`src/source/conv_pkg.sv`:
```
package conv_pkg;

  // Frame geometry.
  localparam int FRAME_ROWS = 7;
  localparam int FRAME_COLS = 7;
  localparam int WIN        = 5;
  localparam int TAPS       = WIN * WIN;

  // Datapath widths.
  localparam int PIX_W  = 8;
  localparam int COEF_W = 8;
  localparam int ACC_W  = 21;
  localparam int ADDR_W = 6;
  localparam int IDX_W  = 5;
  localparam int CNT_W  = 3;

  // Fetch sequencing, two filler columns per row.
  localparam int FETCH_COLS = FRAME_COLS + 2;
  localparam int FCOL_W     = 4;

  // Cycles from a fetch until its column sits at dx of 4.
  localparam int FILL_DEPTH = 2;

  // Controller states.
  localparam logic [1:0] ST_IDLE  = 2'd0;
  localparam logic [1:0] ST_FETCH = 2'd1;
  localparam logic [1:0] ST_DRAIN = 2'd2;

endpackage

```
`src/source/window_ctrl.sv`:
```
`timescale 1ns/1ps

module window_ctrl import conv_pkg::*; (
  input  logic              clk,
  input  logic              rst_n,
  input  logic              i_start,
  input  logic              i_done,
  output logic              o_busy,
  output logic              o_fetch_en,
  output logic [CNT_W-1:0]  o_fetch_row,
  output logic [FCOL_W-1:0] o_fetch_col,
  output logic              o_win_en
);

  logic [1:0]            state_q;
  logic [CNT_W-1:0]      row_q;
  logic [FCOL_W-1:0]     col_q;
  logic [FILL_DEPTH-1:0] win_pipe_q;
  logic                  col_last;
  logic                  row_last;

  assign col_last = (col_q == FCOL_W'(FETCH_COLS - 1));
  assign row_last = (row_q == CNT_W'(FRAME_ROWS - 1));

  always_ff @(posedge clk or negedge rst_n) begin
    if (!rst_n) begin
      state_q <= ST_IDLE;
      row_q   <= '0;
      col_q   <= '0;
    end else begin
      case (state_q)
        ST_IDLE: begin
          if (i_start) begin
            state_q <= ST_FETCH;
          end
        end
        ST_FETCH: begin
          if (col_last) begin
            col_q <= '0;
            row_q <= row_last ? '0 : row_q + 1'b1;
            if (row_last) begin
              state_q <= ST_DRAIN;
            end
          end else begin
            col_q <= col_q + 1'b1;
          end
        end
        ST_DRAIN: begin
          // Wait for the last result to leave the MAC.
          if (i_done) begin
            state_q <= ST_IDLE;
          end
        end
        default: state_q <= ST_IDLE;
      endcase
    end
  end

  // Only fetches of k >= 2 complete a window.
  always_ff @(posedge clk or negedge rst_n) begin
    if (!rst_n) begin
      win_pipe_q <= '0;
    end else begin
      win_pipe_q <= {win_pipe_q[FILL_DEPTH-2:0], o_fetch_en && (col_q >= FCOL_W'(WIN / 2))};
    end
  end

  assign o_busy      = (state_q != ST_IDLE);
  assign o_fetch_en  = (state_q == ST_FETCH);
  assign o_fetch_row = row_q;
  assign o_fetch_col = col_q;
  assign o_win_en    = win_pipe_q[FILL_DEPTH-1];

  // The MAC finishes a frame only after the last fetch.
  a_done_in_drain: assert property (@(posedge clk) disable iff (!rst_n)
    i_done |-> state_q == ST_DRAIN)
    else $error("frame done outside drain state");

endmodule

```
`config.mk`:
```
export PLATFORM = sky130hd
export DESIGN_NAME = window_ctrl
export DESIGN_NICKNAME = d
export VERILOG_FILES = /design/src/source/conv_pkg.sv /design/src/source/window_ctrl.sv
export SDC_FILE = /design/constraint.sdc
export NUM_CORES = 1
export LEC_CHECK = 0
export BUFFER_PORTS_ARGS = -buffer_cell sky130_fd_sc_hd__buf_2
export CORE_MARGIN = 3
export CORE_UTILIZATION = 30
export DETAILED_ROUTE_END_ITERATION = 8
export PLACE_DENSITY = 0.6
export SLEW_MARGIN = 20
export SYNTH_ARGS = -nofsm -noshare
export SYNTH_HDL_FRONTEND = slang
export SYNTH_SLANG_ARGS = --single-unit
```
`constraint.sdc`:
```
create_clock -name clk -period 2 [get_ports clk]
set_clock_uncertainty 0.2 [all_clocks]
set_input_delay 0.1 -clock clk [delete_from_list [all_inputs] [get_ports clk]]
set_output_delay 0.1 -clock clk [all_outputs]
set_load 0.02 [all_outputs]
```
; ---- Yosys cells after proc, flatten, opt, wreduce, memory -nomap -nowiden
; Cells that the tools add are included.
[classes]
magnitude_cmp = 1
eq_ne = 8
muxes = 7
addsub = 2
reduce_logical = 5
[ops]
columns = cell, count
row1 = 2-bit two-way mux, 4
row2 = 2-bit case mux with 3 select lines, 1
row3 = "4-bit by 1-bit adder with 4-bit output, second input constant", 1
row4 = "4-bit equality test, second input constant", 1
row5 = "4-bit by 2-bit >= comparator with 1-bit output, second input constant", 1
row6 = 4-bit two-way mux, 1
row7 = "2-bit by 1-bit inequality test with 1-bit output, second input constant", 2
row8 = "2-bit inequality test, second input constant", 2
row9 = 4-bit AND reduction, 1
row10 = "3-bit by 1-bit adder with 3-bit output, second input constant", 1
row11 = "3-bit equality test, second input constant", 1
row12 = 3-bit two-way mux, 1
row13 = "2-bit by 1-bit equality test with 1-bit output, second input constant", 1
row14 = "2-bit equality test, second input constant", 1
row15 = 2-bit zero test, 1
row16 = 2-bit AND reduction, 1
row17 = 2-bit nonzero test, 1
row18 = 1-bit logical AND, 1
[totals]
reg_bits = 11
word_cells = 27
output_inout_bits = 10
in_bits = 4

; ---- Depth between registers and ports, before layout
; Gate-level depths: netlist of the first run.
[logic_depth]
word_depth = 4
mapped_depth = 5
mapped_depth_nobuf = 5

; ---- Worst setup path after synthesis of the first run
; No wires, ideal clock.
[synth_timing]
path_type = register to register
start = register col_q[0], in the netlist o_fetch_col[0]
end = register row_q[0], in the netlist o_fetch_row[0]
n_path_buf = 0
stages_incl_launch_ff = 6
slack_ps = 252
t_arrival_ps = 1424
path_cell_list = dfrtp_1 -> inv_1 -> ha_1 -> nand3b_1 -> nor2_1 -> mux2_2
[synth_via]
elab_chain_len = 2
[synth_lines]
columns = item, line
row1 = start: declaration, window_ctrl.sv:17  ; logic [FCOL_W-1:0] col_q;
row2 = start signal: assignment, window_ctrl.sv:45  ; col_q <= col_q + 1'b1;
row3 = 4-bit equality test, window_ctrl.sv:22  ; assign col_last = (col_q == FCOL_W'(FETCH_COLS - 1));
row4 = 2-bit AND reduction (no source line), --
row5 = end signal: assignment, window_ctrl.sv:40  ; row_q <= row_last ? '0 : row_q + 1'b1;
row6 = end: declaration, window_ctrl.sv:16  ; logic [CNT_W-1:0] row_q;
; Every way passes these cells.
; A chain may end at the register's enable or synchronous reset.

; ---- Worst setup path in the final report of the first run
; Ends and elaborated chain as after synthesis.

==> metrics.cfg, run 1 <==
[run_status]
status = finished, final reports clean

[power_and_ir_drop]
vdd_ir_drop_max_uv = 567.5
total_leakage_power_nw = 0.3201
power.density_cell_area_nw_per_um2 = 1440

[timing]
timing.max_slew.rel_slack_pct = 80.07
final.hold.worst_slack_ps = 21.15
period_minus_slack_ps = 1797
setup_tns_ps = 0
timing_max_transition_violations_final = 0
fmax_mhz = 556.6
worst-slew-pin-transition_ps = 296.7
final-hold-violation-count = 0
rsz0062_at_grt = no
period_share_pct = 89.83
setup_viol_count_final = 0

[place]
count_of_placed_standard_cells_including_taps = 79
place_congestion = 0.7628
port-buffer-count = 13
detailed_place_hpwl_um = 697.6

[worst_setup_path]
worstSetupStartpoint = o_fetch_col[0]
timing.critical_path.fanout_max = 4
type_of_the_setup_path_with_the_least_slack = register to register
setup.worst_path.start_class = register
crit-reg2reg-capture = o_fetch_row[0]
cp-end-kind = register
crit_end = o_fetch_row[0]
worst_ep_arrival_time_ps = 1760
reg2reg_from = o_fetch_col[0]
setup.reg_to_reg.worst_slack_ps = 200
r2r.worst_path.cells = 5
cp.required_ps = 1960

[global_route]
pin_count_of_the_biggest_net_entering_global_routing = 12
grt_antenna_before_repair = 0
grt_util_all_layers_pct = 10.88
global_route.overflow_total = 0
first_pass_grt_wire_length_mm = 1.635
number_of_global_route_vias_before_repair = 377

[logic_synthesis]
synth_top_cell_area_share_pct = 52.38
netlist_top_cells_area = dfrtp_1 (52%), ha_1 (7.1%), nor2_1 (3.6%), nand3_1 (2.9%), o21ai_0 (2.9%)
synth_top_flop_cell = dfrtp_1
syn_inst = 50
main_combinational_cell_family_by_area_after_synthesis = simple AND/OR/NAND/NOR gates
synthSimpleGateAreaFrac_pct = 21.43
yosysWarningCount = 0
ys_async_sr_fraction_pct = 100.0
netlist_area_um2 = 525.5
synth_seq_cells = 11
synth_compound_gate_area_share_pct = 13.10
post_synth_num_cell_types = 24
synth_seq_area_share_pct = 52.38
net_count_of_the_mapped_netlist = 57
synthMuxAreaShare_pct = 2.143
synth_adder_area_share_pct = 7.143
synth_xor_xnor_area_share_pct = 1.667
synth_top_area_cell = dfrtp_1
syn_avg_cell_area_um2 = 10.51
synth-edff-count = 0

[detailed_routing]
maxUsedRoutingLayer = met3
drt_drc_violations_left = 0
met3WireLength_um = 73
dr_total_vias = 443
via_per_inst = 5.151
met2_wirelength_um = 463
post_drt_wl_per_cell_um = 11.72
wl_met1_um = 471
antenna_violating_nets_post_route = 0
total_length_of_routed_wires_mm = 1.008
drt-pass1-iter-count = 4
drt_first_iter_violations = 6

[finish]
fillCellCount = 146
layout.area.seq_um2 = 275.3
multi_input_area_um2 = 239.0
post_route_cells_drive_above_1_share_pct = 27.14
antenna-diode-count = 0
synthToLayoutAreaGrowth_pct = 26.90
instances_no_fill = 86
nets = 78

[clock_network]
post_cts_resized = 0
cts_sinks = 11
cts_htree_levels = 1
cts-buffers-inserted = 3
clock_path_buffers = 2
root_buffer = clkbuf_4
path_clk_slew_ps = 70
insertion_delay_ps = 270
tritoncts = yes

[min_path]
min_path_type = primary input to asynchronous set/reset pin

[floorplan]
coreArea_um2 = 1577
rows = 14
initial_core_util_pct = 33.33
boundaryPins = 14
die_x_um = 47.86
die_area_um2 = 2290
die_y_um = 47.86

[flow_run]
drv_cap = 0

-- cell families after synthesis --
logic type      after synthesis
flops                        11
fa+ha+maj                     3
xor+xnor                      1
simple gates                 20
mux                           1
buf+inv                       3
compound gates               11
-- sequential cells by signal (all words and copies together) (netlist names) --
| signal | cells |
|---|---|
| o_fetch_col | 4 |
| o_fetch_row | 3 |
| state_q | 2 |
| win_pipe_q | 2 |
-- cells in the mapped netlist (2+ instances only) --
cell      count
a21oi_1       2
a31oi_1       2
dfrtp_1      11
ha_1          3
inv_1         2
nand2_1       3
nand3_1       3
nand3b_1      2
nor2_1        5
o21ai_0       3
-- placed cells by master, fill, tap and decap left out, types with 2 or more instances in the layout --
cell type	instances
a21oi_1	2
a31oi_1	2
buf_2	13
clkbuf_4	3
dfrtp_1	11
dlygate4sd3_1	3
ha_1	3
inv_1	2
nand2_1	3
nand3_1	3
nand3b_1	2
nor2_1	5
o21ai_0	3
-- report_power, final --
part           leakage (nW)  total, mW  switching, mW  internal [mW]
sequential            0.128      0.415          0.106          0.309
combinational         0.177      0.393          0.232          0.161
clock                0.0150      0.152         0.0749         0.0772
-- layout make-up --
class	count	area share [%]
well taps	16	3.002
repair buffers	16	14.26
inverters	3	1.689
multi-input cells	36	35.83
flip-flops and latches	11	41.28
clock buffers	4	3.940
-- critical path: stages (launching register included) --
cell and delay [ps]:
dfrtp_1 410, inv_1 120, ha_1 210, nand3b_1 130, nor2_1 260, mux2_2 370
-- per-layer routing --
metal	track usage, %	up-vias
li1	-	219
met1	12.87	207
met2	15.57	17
met3	6.767	0
met4	4.839	0
met5	0	-
-- worst min-delay path by stage --
| stage | slack, ps | endpoint | depth (start not counted) |
|---|---|---|---|
| after floorplan | -400 | o_fetch_col[0] | 0 |
| after global placement | -210 | o_fetch_col[3] | 1 |
| after detailed placement | -220 | o_fetch_col[3] | 1 |
| after CTS | 20 | o_fetch_col[1] | 2 |
| after global routing | 40 | state_q[0] | 2 |
| final | 20 | state_q[1] | 2 |
-- metrics by stage --
stage                     instance area, um2  setup slack (ps)  util [%]  power, mW
after floorplan                        525.5             251.8         -     0.6762
after global placement                 610.6             286.5     38.73     0.8069
after detailed placement               610.6             213.4     38.73     0.8049
after CTS                              666.9             195.2     42.30     0.9722
after global routing                   666.9             30.41     42.30      1.056
final                                  666.9             203.5     42.30     0.9601
-- repair_timing --
action                                  CTS  global route
endpoints found under the hold margin    13             0
hold buffers                              3             0
buffers inserted                          0             0
endpoints found under the setup margin    0             0
(Power assumes the default switching activity.)
==> inputs of run 2 (changes only) <==
Settings changed: PLACE_DENSITY 0.6 to 0.57.
==> run 2 against run 1 <==
Effect of this change:
- flip-flop and latch count stayed put
- total power is 0.10% lower
- die area unchanged
- sequential share of layout area is the same
- cell area is the same
- wire length up 7.3%
==> metrics.cfg, run 2 (same netlist as run 1, synthesis figures left out) <==
[clock_network]
cts_htree_levels = 1  ; unchanged
path_clk_slew_ps = 60  ; about the same
clock_path_buffers = 2  ; unchanged
cts-buffers-inserted = 3  ; unchanged
post_cts_resized = 0  ; unchanged
root_buffer = clkbuf_4
cts_sinks = 11  ; unchanged
insertion_delay_ps = 270  ; about the same
tritoncts = yes

[finish]
layout_commonest_cell = buf_2
final_cell_area_um2 = 666.9  ; unchanged
synthToLayoutAreaGrowth_pct = 26.90  ; unchanged
post_route_cells_drive_above_1_share_pct = 27.14  ; unchanged
multi_input_area_um2 = 239.0  ; unchanged
largest_register_ffs = 4  ; unchanged
fillCellCount = 167  ; +14%
final_core_utilization_pct = 42.30  ; unchanged
instances_no_fill = 86  ; unchanged
antenna-diode-count = 0  ; unchanged
nets = 78  ; unchanged
layout.area.seq_um2 = 275.3  ; unchanged
final_cell_mix = buf_2 (13), dfrtp_1 (11), nor2_1 (5)

[detailed_routing]
post_drt_wl_per_cell_um = 12.58  ; +7.3%
via_per_inst = 5.093  ; -1.1%
drt-pass1-iter-count = 4  ; unchanged
total_length_of_routed_wires_mm = 1.082  ; +7.3%
antenna_violating_nets_post_route = 0  ; unchanged
dr_total_vias = 438  ; -1.1%
drt_drc_violations_left = 0  ; unchanged
drt_first_iter_violations = 5  ; -1

[power_and_ir_drop]
vdd_ir_drop_max_uv = 569.8  ; +0.40%
finalPower_uw = 959.2  ; -0.10%
power.density_cell_area_nw_per_um2 = 1438  ; -0.10%
total_leakage_power_nw = 0.3201  ; unchanged

[place]
place_congestion = 0.7365  ; -3.4%
postPlaceCellArea_um2 = 610.6  ; unchanged
port-buffer-count = 13  ; unchanged
count_of_placed_standard_cells_including_taps = 79  ; unchanged
place_worst_setup_slack_ps = 215.2  ; +1.858 ps
detailed_place_hpwl_um = 756.3  ; +8.4%

[timing]
setup_viol_count_final = 0  ; unchanged
final-hold-violation-count = 0  ; unchanged
worst-slew-pin-transition_ps = 310.6  ; +13.87 ps
period_minus_slack_ps = 1816  ; +19.74 ps
setup_slack_ps = 183.8  ; -19.74 ps
rsz0062_at_grt = no
fmax_mhz = 550.6  ; -1.1%
setup_tns_ps = 0  ; unchanged
timing_max_transition_violations_final = 0  ; unchanged
period_share_pct = 90.81  ; +0.99 points
final.hold.worst_slack_ps = 18.53  ; -2.621 ps
timing.max_slew.rel_slack_pct = 79.22  ; -0.85 points

[floorplan]
initial_core_util_pct = 33.33  ; unchanged
boundaryPins = 14  ; unchanged
rows = 14  ; unchanged
coreArea_um2 = 1577  ; unchanged
die_y_um = 47.86  ; unchanged
die_x_um = 47.86  ; unchanged
die_area_um2 = 2290  ; unchanged

[global_route]
grt_util_all_layers_pct = 12.46  ; +1.6 points
grt_antenna_before_repair = 0  ; unchanged
global_route.overflow_total = 0  ; unchanged
first_pass_grt_wire_length_mm = 1.904  ; +16%
pin_count_of_the_biggest_net_entering_global_routing = 12  ; unchanged
number_of_global_route_vias_before_repair = 421  ; +12%

[worst_setup_path]
setup.worst_path.start_class = register
timing.critical_path.fanout_max = 4  ; unchanged
cp-end-kind = register
critical_path.max_stage_delay_ps = 410  ; about the same
cp.required_ps = 1960  ; about the same
type_of_the_setup_path_with_the_least_slack = register to register
r2r.worst_path.cells = 5  ; unchanged
setup.reg_to_reg.worst_slack_ps = 180  ; -20 ps
cp_slowest_cell = dfrtp_1
crit_buf_inv = 1  ; unchanged
worst_ep_arrival_time_ps = 1770  ; about the same
crit_path_cell_trace = inv_1 -> ha_1 -> nand3b_1 -> nor2_1 -> mux2_2
crit-reg2reg-capture = o_fetch_row[0]
reg2reg_from = o_fetch_col[0]
worst_path_dominant_cell_family = simple AND/OR/NAND/NOR gates

[run_status]
status = finished, final reports clean

[min_path]
min_path_type = primary input to asynchronous set/reset pin

[flow_run]
drv_cap = 0  ; unchanged

-- run 2: cell counts in the layout (fill, tap and decap cells not counted) --
Identical to the previous run, type by type.
-- run 2: worst max path at each step --
stage | start | endpoint | cells past startpoint
floorplan | o_fetch_col[0] | o_fetch_row[0] | 5
global placement | o_fetch_col[0] | o_fetch_row[0] | 5
detailed placement | o_fetch_col[0] | o_fetch_row[0] | 5
CTS | o_fetch_col[0] | o_fetch_row[0] | 5
global route | o_fetch_col[0] | o_fetch_row[0] | 5
finish | o_fetch_col[0] | o_fetch_row[0] | 5
-- run 2: timing repair --
| action | CTS | global route |
|---|---|---|
| hold buffers | 3 | 0 |
| hold endpoints to repair | 13 | 0 |
| setup buffers | 0 | 0 |
-- run 2: layout make-up --
cell class | instances | share of cell area [%]
multi-input cells | 36 | 35.83
clock buffers | 4 | 3.940
inverters | 3 | 1.689
repair buffers | 16 | 14.26
well taps | 16 | 3.002
flip-flops and latches | 11 | 41.28
-- run 2: layer usage --
layer | vias to the layer above | GRT usage [%] | routed length [um]
li1 | 221 | - | -
met1 | 205 | 14.42 | 498
met2 | 10 | 20.05 | 507
met3 | 2 | 6.767 | 66
met4 | 0 | 3.226 | 9
met5 | - | 0 | 0
-- run 2: power breakdown --
| part | internal (mW) | total (mW) | switching, mW |
|---|---|---|---|
| logic | 0.160 | 0.393 | 0.233 |
| registers | 0.309 | 0.417 | 0.108 |
| clock network | 0.0773 | 0.149 | 0.0712 |
-- run 2: worst register-to-register path: cells and delay by family (launching register included) --
kind	cells	cell delay, ps
DFF	1	410
adders and majority gates	1	190
and+or+nand+nor	2	410
muxes	1	370
buffers and inverters	1	120
